`src/rtl/fetch_frontend_consts.svh`:
```
`ifndef FETCH_FRONTEND_CONSTS_SVH
`define FETCH_FRONTEND_CONSTS_SVH

// instruction address and data widths
`define ADDR_W    16
`define LINE_W    64
`define INST_W    32

// direct-mapped cache geometry, 32 lines of 8 bytes
`define IDX_W     5
`define TAG_W     8

// memory transaction tag, 0 means not accepted
`define BUS_TAG_W 4

// fetch buffer slots
`define FB_DEPTH  8

// first fetch address out of reset
`define RESET_PC  16'h0000

`endif

```
`src/rtl/fetch_frontend_pkg.sv`:
```
`include "fetch_frontend_consts.svh"

package fetch_frontend_pkg;

  // memory bus command
  typedef enum logic [1:0] {
    BUS_NONE  = 2'h0,
    BUS_LOAD  = 2'h1,
    BUS_STORE = 2'h2
  } bus_cmd_e;

  // miss handling states
  typedef enum logic [1:0] {
    IDLE,
    REQUEST,
    WAIT_DATA
  } icache_state_e;

  // names one cache line
  typedef struct packed {
    logic [`TAG_W-1:0] tag;
    logic [`IDX_W-1:0] idx;
  } line_addr_t;

  // line write into the cache
  typedef struct packed {
    logic               wr_en;
    line_addr_t         addr;
    logic [`LINE_W-1:0] data;
  } fill_t;

  // one buffered instruction
  typedef struct packed {
    logic [`ADDR_W-1:0] pc;
    logic [`INST_W-1:0] inst;
  } fetch_slot_t;

endpackage

```
`src/rtl/icache_mem.sv`:
```
`include "fetch_frontend_consts.svh"

module icache_mem
  import fetch_frontend_pkg::*;
(
  input  logic               clock,
  input  logic               reset,
  input  line_addr_t         rd_addr,
  input  fill_t              fill,
  output logic [`LINE_W-1:0] rd_data,
  output logic               hit
);

  localparam int LINES = 1 << `IDX_W;

  logic [`LINE_W-1:0] data_mem [LINES];
  logic [`TAG_W-1:0]  tag_mem  [LINES];
  logic [LINES-1:0]   valid_mem;

  ////////////////////////////////////////
  // lookup
  ////////////////////////////////////////

  assign rd_data = data_mem[rd_addr.idx];
  assign hit     = valid_mem[rd_addr.idx] &&
                   (tag_mem[rd_addr.idx] == rd_addr.tag);

  ////////////////////////////////////////
  // line fill
  ////////////////////////////////////////

  always_ff @(posedge clock) begin
    if (reset) begin
      valid_mem <= '0;
    end else if (fill.wr_en) begin
      valid_mem[fill.addr.idx] <= 1'b1;
    end
  end

  // tag and data written together with the valid bit
  always_ff @(posedge clock) begin
    if (fill.wr_en) begin
      data_mem[fill.addr.idx] <= fill.data;
      tag_mem[fill.addr.idx]  <= fill.addr.tag;
    end
  end

endmodule

```
`src/rtl/icache_ctrl.sv`:
```
`include "fetch_frontend_consts.svh"

module icache_ctrl
  import fetch_frontend_pkg::*;
(
  input  logic                  clock,
  input  logic                  reset,
  input  line_addr_t            fetch_line,
  input  logic                  fetch_req,
  input  logic                  hit,
  input  logic [`BUS_TAG_W-1:0] mem2proc_response,
  input  logic [`BUS_TAG_W-1:0] mem2proc_tag,
  input  logic [`LINE_W-1:0]    mem2proc_data,
  output bus_cmd_e              proc2mem_command,
  output logic [`ADDR_W-1:0]    proc2mem_addr,
  output fill_t                 fill
);

  // byte offset bits inside a line
  localparam int OFF_W = `ADDR_W - `TAG_W - `IDX_W;

  icache_state_e         state;
  icache_state_e         state_next;
  line_addr_t            miss_line;
  logic [`BUS_TAG_W-1:0] pending_tag;
  logic                  start_miss;
  logic                  accepted;
  logic                  tag_match;

  assign start_miss = (state == IDLE) && fetch_req && !hit;
  assign accepted   = (state == REQUEST) && (mem2proc_response != '0);
  assign tag_match  = (state == WAIT_DATA) && (mem2proc_tag == pending_tag);

  ////////////////////////////////////////
  // miss FSM
  ////////////////////////////////////////

  always_comb begin
    state_next = state;
    case (state)
      IDLE: begin
        if (start_miss) begin
          state_next = REQUEST;
        end
      end
      REQUEST: begin
        if (accepted) begin
          state_next = WAIT_DATA;
        end
      end
      WAIT_DATA: begin
        if (tag_match) begin
          state_next = IDLE;
        end
      end
      default: begin
        state_next = IDLE;
      end
    endcase
  end

  always_ff @(posedge clock) begin
    if (reset) begin
      state       <= IDLE;
      pending_tag <= '0;
    end else begin
      state <= state_next;
      if (accepted) begin
        pending_tag <= mem2proc_response;
      end
    end
  end

  // missing line held until its fill
  always_ff @(posedge clock) begin
    if (start_miss) begin
      miss_line <= fetch_line;
    end
  end

  ////////////////////////////////////////
  // bus request and fill
  ////////////////////////////////////////

  assign proc2mem_command = (state == REQUEST) ? BUS_LOAD : BUS_NONE;
  assign proc2mem_addr    = (state == REQUEST) ? {miss_line, {OFF_W{1'b0}}} : '0;

  // write the line at the edge where the tag comes back
  assign fill.wr_en = tag_match;
  assign fill.addr  = miss_line;
  assign fill.data  = mem2proc_data;

endmodule

```
`src/rtl/fetch_stage.sv`:
```
`include "fetch_frontend_consts.svh"

module fetch_stage
  import fetch_frontend_pkg::*;
(
  input  logic                clock,
  input  logic                reset,
  input  logic                redirect,
  input  logic [`ADDR_W-1:0]  redirect_pc,
  input  logic                room,
  input  logic                hit,
  input  logic [`LINE_W-1:0]  line_data,
  output line_addr_t          fetch_line,
  output logic                fetch_req,
  output fetch_slot_t [1:0]   wr_slots,
  output logic [1:0]          wr_count
);

  localparam int OFF_W = `ADDR_W - `TAG_W - `IDX_W;
  localparam logic [`ADDR_W-1:0] INST_BYTES = `ADDR_W'(`INST_W / 8);
  localparam logic [`ADDR_W-1:0] LINE_BYTES = `ADDR_W'(`LINE_W / 8);

  logic [`ADDR_W-1:0] pc;
  logic [`ADDR_W-1:0] line_base;
  logic               upper_only;
  logic               fire;

  assign line_base  = {pc[`ADDR_W-1:OFF_W], {OFF_W{1'b0}}};
  assign upper_only = pc[OFF_W-1];
  assign fetch_line = line_addr_t'(pc[`ADDR_W-1:OFF_W]);

  // no lookup on the old path while redirecting
  assign fetch_req = room && !redirect;
  assign fire      = fetch_req && hit;

  ////////////////////////////////////////
  // instruction select
  ////////////////////////////////////////

  always_comb begin
    wr_slots[1].pc   = line_base + INST_BYTES;
    wr_slots[1].inst = line_data[`LINE_W-1:`INST_W];
    if (upper_only) begin
      wr_slots[0] = wr_slots[1];
    end else begin
      wr_slots[0].pc   = line_base;
      wr_slots[0].inst = line_data[`INST_W-1:0];
    end
    wr_count = fire ? (upper_only ? 2'd1 : 2'd2) : 2'd0;
  end

  // always predicts the next sequential line
  always_ff @(posedge clock) begin
    if (reset) begin
      pc <= `RESET_PC;
    end else if (redirect) begin
      pc <= redirect_pc;
    end else if (fire) begin
      pc <= line_base + LINE_BYTES;
    end
  end

endmodule

```
`src/rtl/fetch_buffer_ptrs.sv`:
```
`include "fetch_frontend_consts.svh"

module fetch_buffer_ptrs (
  input  logic                         clock,
  input  logic                         reset,
  input  logic                         flush,
  input  logic                         pop,
  input  logic [1:0]                   push_count,
  output logic [$clog2(`FB_DEPTH)-1:0] head,
  output logic [$clog2(`FB_DEPTH)-1:0] tail,
  output logic                         room,
  output logic                         not_empty
);

  localparam int PTR_W = $clog2(`FB_DEPTH);

  logic [PTR_W:0] count;

  // pointer advance modulo depth
  function automatic logic [PTR_W-1:0] wrap_add(input logic [PTR_W-1:0] ptr,
                                                input logic [1:0]       inc);
    logic [PTR_W:0] sum;
    sum = (PTR_W+1)'(ptr) + (PTR_W+1)'(inc);
    if (sum >= (PTR_W+1)'(`FB_DEPTH)) begin
      sum = sum - (PTR_W+1)'(`FB_DEPTH);
    end
    return sum[PTR_W-1:0];
  endfunction

  always_ff @(posedge clock) begin
    if (reset || flush) begin
      head  <= '0;
      tail  <= '0;
      count <= '0;
    end else begin
      head  <= wrap_add(head, {1'b0, pop});
      tail  <= wrap_add(tail, push_count);
      count <= count + (PTR_W+1)'(push_count) - (PTR_W+1)'(pop);
    end
  end

  // room means two free slots, the most one fetch can write
  assign room      = (count <= (PTR_W+1)'(`FB_DEPTH - 2));
  assign not_empty = (count != '0);

endmodule

```
`src/rtl/fetch_buffer.sv`:
```
`include "fetch_frontend_consts.svh"

module fetch_buffer
  import fetch_frontend_pkg::*;
(
  input  logic              clock,
  input  logic              reset,
  input  logic              redirect,
  input  logic              dispatch,
  input  fetch_slot_t [1:0] wr_slots,
  input  logic [1:0]        wr_count,
  output logic              room,
  output fetch_slot_t       inst_out,
  output logic              inst_valid
);

  localparam int PTR_W = $clog2(`FB_DEPTH);

  fetch_slot_t      slots [`FB_DEPTH];
  logic [PTR_W-1:0] head;
  logic [PTR_W-1:0] tail;
  logic [PTR_W-1:0] tail_plus1;
  logic             not_empty;
  logic             pop;

  assign tail_plus1 = (tail == PTR_W'(`FB_DEPTH - 1)) ? '0 : tail + 1'b1;

  // dispatch on an empty buffer is ignored
  assign pop = dispatch && not_empty;

  fetch_buffer_ptrs i_fetch_buffer_ptrs (
    .clock      (clock),
    .reset      (reset),
    .flush      (redirect),
    .pop        (pop),
    .push_count (wr_count),
    .head       (head),
    .tail       (tail),
    .room       (room),
    .not_empty  (not_empty)
  );

  // slot writes dropped on redirect
  always_ff @(posedge clock) begin
    if (!redirect) begin
      if (wr_count != 2'd0) begin
        slots[tail] <= wr_slots[0];
      end
      if (wr_count == 2'd2) begin
        slots[tail_plus1] <= wr_slots[1];
      end
    end
  end

  assign inst_out   = slots[head];
  assign inst_valid = not_empty;

endmodule

```
`src/rtl/fetch_frontend.sv`:
```
`include "fetch_frontend_consts.svh"

module fetch_frontend
  import fetch_frontend_pkg::*;
(
  input  logic                  clock,
  input  logic                  reset,
  input  logic [`BUS_TAG_W-1:0] mem2proc_response,
  input  logic [`BUS_TAG_W-1:0] mem2proc_tag,
  input  logic [`LINE_W-1:0]    mem2proc_data,
  input  logic                  redirect,
  input  logic [`ADDR_W-1:0]    redirect_pc,
  input  logic                  dispatch,
  output bus_cmd_e              proc2mem_command,
  output logic [`ADDR_W-1:0]    proc2mem_addr,
  output fetch_slot_t           inst_out,
  output logic                  inst_valid
);

  line_addr_t         fetch_line;
  logic               fetch_req;
  logic               hit;
  logic [`LINE_W-1:0] line_data;
  fill_t              fill;
  logic               room;
  fetch_slot_t [1:0]  wr_slots;
  logic [1:0]         wr_count;

  ////////////////////////////////////////
  // instruction cache
  ////////////////////////////////////////

  icache_mem i_icache_mem (
    .clock   (clock),
    .reset   (reset),
    .rd_addr (fetch_line),
    .fill    (fill),
    .rd_data (line_data),
    .hit     (hit)
  );

  icache_ctrl i_icache_ctrl (
    .clock             (clock),
    .reset             (reset),
    .fetch_line        (fetch_line),
    .fetch_req         (fetch_req),
    .hit               (hit),
    .mem2proc_response (mem2proc_response),
    .mem2proc_tag      (mem2proc_tag),
    .mem2proc_data     (mem2proc_data),
    .proc2mem_command  (proc2mem_command),
    .proc2mem_addr     (proc2mem_addr),
    .fill              (fill)
  );

  ////////////////////////////////////////
  // fetch and queue
  ////////////////////////////////////////

  fetch_stage i_fetch_stage (
    .clock       (clock),
    .reset       (reset),
    .redirect    (redirect),
    .redirect_pc (redirect_pc),
    .room        (room),
    .hit         (hit),
    .line_data   (line_data),
    .fetch_line  (fetch_line),
    .fetch_req   (fetch_req),
    .wr_slots    (wr_slots),
    .wr_count    (wr_count)
  );

  fetch_buffer i_fetch_buffer (
    .clock      (clock),
    .reset      (reset),
    .redirect   (redirect),
    .dispatch   (dispatch),
    .wr_slots   (wr_slots),
    .wr_count   (wr_count),
    .room       (room),
    .inst_out   (inst_out),
    .inst_valid (inst_valid)
  );

endmodule

```
`config.mk`:
```
export PLATFORM = sky130hd
export DESIGN_NAME = fetch_frontend
export DESIGN_NICKNAME = d
export VERILOG_FILES = /design/src/rtl/fetch_frontend_pkg.sv /design/src/rtl/icache_mem.sv /design/src/rtl/icache_ctrl.sv /design/src/rtl/fetch_stage.sv /design/src/rtl/fetch_buffer_ptrs.sv /design/src/rtl/fetch_buffer.sv /design/src/rtl/fetch_frontend.sv
export VERILOG_INCLUDE_DIRS = /design/src /design/src/rtl
export SDC_FILE = /design/constraint.sdc
export NUM_CORES = 2
export LEC_CHECK = 0
export BUFFER_PORTS_ARGS = -buffer_cell sky130_fd_sc_hd__buf_2
export CORE_MARGIN = 3
export CORE_UTILIZATION = 45
export CTS_BUF_LIST = sky130_fd_sc_hd__clkbuf_16
export CTS_CLUSTER_DIAMETER = 40
export DETAILED_ROUTE_END_ITERATION = 12
export SLEW_MARGIN = 10
export SYNTH_ARGS = -nofsm -noshare
export SYNTH_HDL_FRONTEND = slang
export SYNTH_SLANG_ARGS = --single-unit
export TNS_END_PERCENT = 1
```
`constraint.sdc`:
```
create_clock -name clock -period 6.18 [get_ports clock]
set_input_delay 1.236 -clock clock [delete_from_list [all_inputs] [get_ports clock]]
set_output_delay 1.236 -clock clock [all_outputs]
set_load 0.1 [all_outputs]
```
; Word level (Yosys, flattened, before mapping)
; Memory sizes are Yosys's and may differ from the RTL's. A register that Yosys moved wholly into a read port is not among the register bits.
; Index checks and enable logic that the tools add are counted.
[word_totals]
input_bits = 92
memories = 3
register_bits = 77
ramBits = 2688
word_cells = 86
[op_classes]
n_reduce_logical = 18
n_mux = 31
order_cmp = 6
n_eq_ne = 9
addsub = 9
bitwise_logic = 1
[memory_table]
columns = memory, words, width, rd, rd_clocked_by_memory_dff, write_ports, line
row1 = i_icache_mem.data_mem, 32, 64, 1, 1, 1, icache_mem.sv:16  ; logic [`LINE_W-1:0] data_mem [LINES];
row2 = i_fetch_buffer.slots, 8, 48, 1, 1, 2, fetch_buffer.sv:19  ; fetch_slot_t slots [`FB_DEPTH];
row3 = i_icache_mem.tag_mem, 32, 8, 1, 1, 1, icache_mem.sv:17  ; logic [`TAG_W-1:0] tag_mem [LINES];
[op_table]
columns = cell, n
row1 = $mux 16, 3
row2 = $mux 48, 1
row3 = $or 32x32->32, 1
row4 = $mux 5, 4
row5 = $add 16x3->16 const B, 1
row6 = $add 16x4->16 const B, 1
row7 = $lt 5x6->1 const B, 2
row8 = $mux 3, 4
row9 = $mux 1, 11
row10 = $mux 2, 5
row11 = $logic_and 1x1->1, 9
row12 = $eq 8x8->1, 1
row13 = $ge 4x4->1 const B, 2
row14 = $reduce_bool 4->1, 2
row15 = $ne 2x1->1 const B, 3
row16 = $pmux 2 s3, 1
row17 = $sub 3x1->3 const B, 2
row18 = $bmux 1 s5, 1
row19 = $demux 1 s5, 1
row20 = $ge 5x1->1 const B, 1
row21 = $add 3x1->4, 1
row22 = $add 3x2->4, 1
row23 = $add 4x2->4, 1
row24 = $eq 2x2->1 const B, 2
row25 = other kinds (11), 13

; Depth between registers and ports, before layout
[depth]
word_depth = 9
ltp_mapped = 21
mapped_depth_nobuf = 16

; Modules after synthesis
; From an unflattened synthesis, not the netlist that was laid out.
[hier_totals]
cells_unflattened = 4984
area_unflattened_um2 = 111471.9
[by_module_without_submodules]
columns = module, area_per_inst_um2, instances, cells_each, seq_area_each_um2
row1 = icache_mem, 88816.4, 1, 3596, 69827.0
row2 = fetch_buffer, 19150.9, 1, 1013, 11531.1
row3 = fetch_stage, 1661.6, 1, 193, 280.3
row4 = icache_ctrl, 1310.0, 1, 130, 510.5
row5 = fetch_buffer_ptrs, 533.0, 1, 52, 200.2

; Least setup slack after synthesis
; OpenSTA, ideal clock, no wires.
[synth_path]
kind = input to register
start = input mem2proc_tag[2]
end = memory i_icache_mem.data_mem[16][0] (netlist name) (enable)
arrival_ps = 5166
stages = 6
setup_slack_ps = 509
path_cell_list = xnor2_1 > nand4_1 > nor3b_1 > nor2b_1 > nand3b_1 > nor2_1
[synth_via]
elab_chain_cells = 4
[synth_lines]
columns = item, line
row1 = from (decl), fetch_frontend.sv:9  ; input logic [`BUS_TAG_W-1:0] mem2proc_tag,
row2 = $eq 4x4->1, icache_ctrl.sv:32  ; assign tag_match = (state == WAIT_DATA) && (mem2proc_tag == pending_tag);
row3 = $logic_and 1x1->1, icache_ctrl.sv:32
row4 = $mux 1, icache_mem.sv:42  ; if (fill.wr_en) begin
row5 = $mux 1 (not written as such), icache_mem.sv:43  ; data_mem[fill.addr.idx] <= fill.data;
row6 = to (decl), icache_mem.sv:16
; Every way passes these cells.

==> impl_metrics.ini <==
[setup_path]
end_kind = register
start_kind = register
path_max_fanout = 36
required_ns = 6.97
critPathKind = register to register
rrSetupSlack_ns = 1.02
critPathArrivalTime_ns = 5.94

[synth]
netlist-cell-type-count = 75
synth-simple-area-share_pct = 1.911
synthMuxAreaShare_pct = 18.00
synth_top_family_by_area = multiplexers
syn_area_um2 = 108400
synth_edf_count = 2677
synth_seq_cells = 2752
netlist_instances = 4920
synth_compound_area_share_pct = 2.723
synthAdderAreaFrac_pct = 0.1871
synth_flop_cell = edfxtp_1
ys_async_sr_fraction_pct = 0
yosysWarnings = 0
ys_seq_area_share_pct = 75.57
synthXorXnorAreaFrac_pct = 0.09699
synth_area_per_cell_um2 = 22.02

[floorplanning]
core_um2 = 238700
die_height_um = 496.7
io_pins = 159
initial_core_util_pct = 45.39
die-area_um2 = 246700
std_cell_rows = 179
die_x_um = 496.7

[global_route]
grtUsageMet2_pct = 37.75
antenna_found_initial = 25
grt_usage_pct = 23.74
grt.met1_usage_pct = 34.00
grt.busiest_layer = met2
gr-usage-met3_pct = 4.183
grt_overflow = 0
grt_max_degree = 92
grt_pass1_wl_mm = 415.4
first_global_vias = 55280

[routing]
ant_nets = 0
drc_errors = 0
wl_mm = 292.2
drt_iter0_markers = 6838
viasPerCell = 6.211
drt-pass1-iter-count = 6
drt-wirelength-per-cell_um = 33.11
vias = 54820

[run]
maxCapViolCount = 0

[clocking]
cts_resized = 0
htree_num_levels = 5
numCtsBuffers = 408
hold_buffers = 0
clkLatencyLatePin_ns = 1.00
cts_tree = done
post-cts-setup-buffers = 0
clk_pin_slew_ns = 0.05
root_buffer = clkbuf_16
clock-sinks = 2752
clockBufferDepth = 4

[power]
max-vdd-ir-drop_mv = 0.3303
cellPowerDensity_nw_per_um2 = 363.3
power_leakage_nw = 39.61
fin_total_pwr_w = 0.04645

[min_path]
hold_path.class = register to register

[timing]
rsz0062_at_grt = no
max_slew.worst_pin.slew_ns = 1.189
hold_viol_final = 0
drv_slew = 0
fin_crit_ns = 5.155
period_share_pct = 83.41
layout_setup_ws_ns = 1.025
fmax_mhz = 194.0
finalSetupTns_ns = 0
setup_viol = 0
slew_headroom_pct = 20.74
fin_worst_skew_ns = 0.1004

[finish]
area_growth_pct = 17.98
final_cell_mix = edfxtp_1 (2677), mux4_2 (774), clkbuf_16 (412)
finalNetCount = 5436
final_common_cell = edfxtp_1
final_core_util_pct = 53.55
drive_gt1_share_pct = 35.03

[placement]
place_ws_ns = 1.046
portBuffers = 150
dp_hpwl_mm = 145.0
gp_congestion = 0.7745

[run_status]
status = complete, no violations
[worst paths after layout]
| check | startpoint | cells after the start | endpoint |
|---|---|---|---|
| setup / recovery | register | 11 | i_fetch_buffer.slots[6][10]$_DFFE_PP_ |
| hold / removal | i_icache_mem.valid_mem[19]$_SDFFE_PP0P_ | 2 | i_icache_mem.valid_mem[19]$_SDFFE_PP0P_ |
| setup reg to reg | register | 11 | i_fetch_buffer.slots[6][10]$_DFFE_PP_ |
| hold reg to reg | i_icache_mem.valid_mem[19]$_SDFFE_PP0P_ | 2 | i_icache_mem.valid_mem[19]$_SDFFE_PP0P_ |
[stage by stage]
step / cells / area (um^2) / hold WS (ns)
after global routing: 8826 / 127800 / 0.4914
after CTS: 8822 / 127800 / 0.4533
after detailed placement: 8086 / 113800 / 0.4588
after global placement: 8086 / 113800 / 0.4408
after floorplan: 4925 / 108400 / 0.4064
final: 8827 / 127800 / 0.4709
[state kept, by name, indices dropped and copies added (netlist names), named ones only]
signal                                    count
i_icache_mem.tag_mem                        256
i_icache_mem.valid_mem                       32
i_icache_ctrl.fill                           13
i_fetch_buffer.i_fetch_buffer_ptrs.head       3
i_fetch_stage.pc                             14
i_fetch_buffer.i_fetch_buffer_ptrs.tail       3
i_icache_mem.data_mem                      2048
i_icache_ctrl.state                           2
i_fetch_buffer.i_fetch_buffer_ptrs.count      4
i_fetch_buffer.slots                        368
i_icache_ctrl.pending_tag                     4
[cell usage after synthesis (all sizes together) (4+ instances only)]
cell	instances	share of area, %
nand3b	7	0.048
a2111oi	5	0.048
mux4	775	16
nor2b	19	0.11
buf	178	0.93
nor4	5	0.029
and2	86	0.50
o221ai	4	0.032
o21ba	8	0.074
nand4	8	0.052
xnor2	9	0.073
nand2b	9	0.052
nand2	42	0.15
ha	13	0.15
clkbuf	142	0.49
a21oi	62	0.40
or3	4	0.023
inv	23	0.080
nand3	22	0.10
dfxtp	75	1.4
a22oi	30	0.21
and4	4	0.032
a211oi	11	0.076
a311oi	5	0.046
and3	15	0.087
edfxtp	2677	74
o22ai	261	1.5
nor3b	4	0.028
nor3	15	0.069
mux2i	98	1.0
a21boi	20	0.14
nor2	150	0.52
o21ai	6	0.028
mux2	84	0.87
[area by class of cell]
class | count | area (um^2)
clock inverter | 324 | 3709
inverter | 25 | 96.34
sequential | 2752 | 81920
tap | 3167 | 3963
fill | 18160 | 110900
clock buffer | 412 | 10310
antenna | 5 | 12.51
multi-input combinational | 1828 | 25170
timing repair buffer | 314 | 2658
[critical path, cell delays in order (launching register included)]
cell and delay, ns:
dfxtp_4 0.77, and2b_1 0.66, a22oi_1 0.19, nand4b_1 0.16
o31ai_1 0.12, or3_1 0.38, a221oi_2 0.37, and4_1 0.56
buf_4 0.27, nand3_2 0.79, buf_4 0.50, o22ai_1 0.16
[per-layer routing]
metal  up-vias  share of wire, %  wire [um]
met3       480               8.1      23560
met1     29820                41     118700
met5         -             0.022         65
met2      2641                49     142200
li1      21870                 -          -
met4        10               2.6       7722
[logic make-up after synthesis]
group / Yosys count
muxes: 957
DFF: 2752
buffers and inverters: 345
other: 1
xor gates and xnor gates: 12
and+or+nand+nor: 405
AOI/OAI and AO/OA: 433
adders and majority gates: 15
[report_power, final]
group	switching [W]	internal (W)	total (W)
sequential	0.000201	0.0206	0.0208
combinational	0.00136	0.000894	0.00226
clock	0.00857	0.0149	0.0234
(Power assumes the default switching activity.)
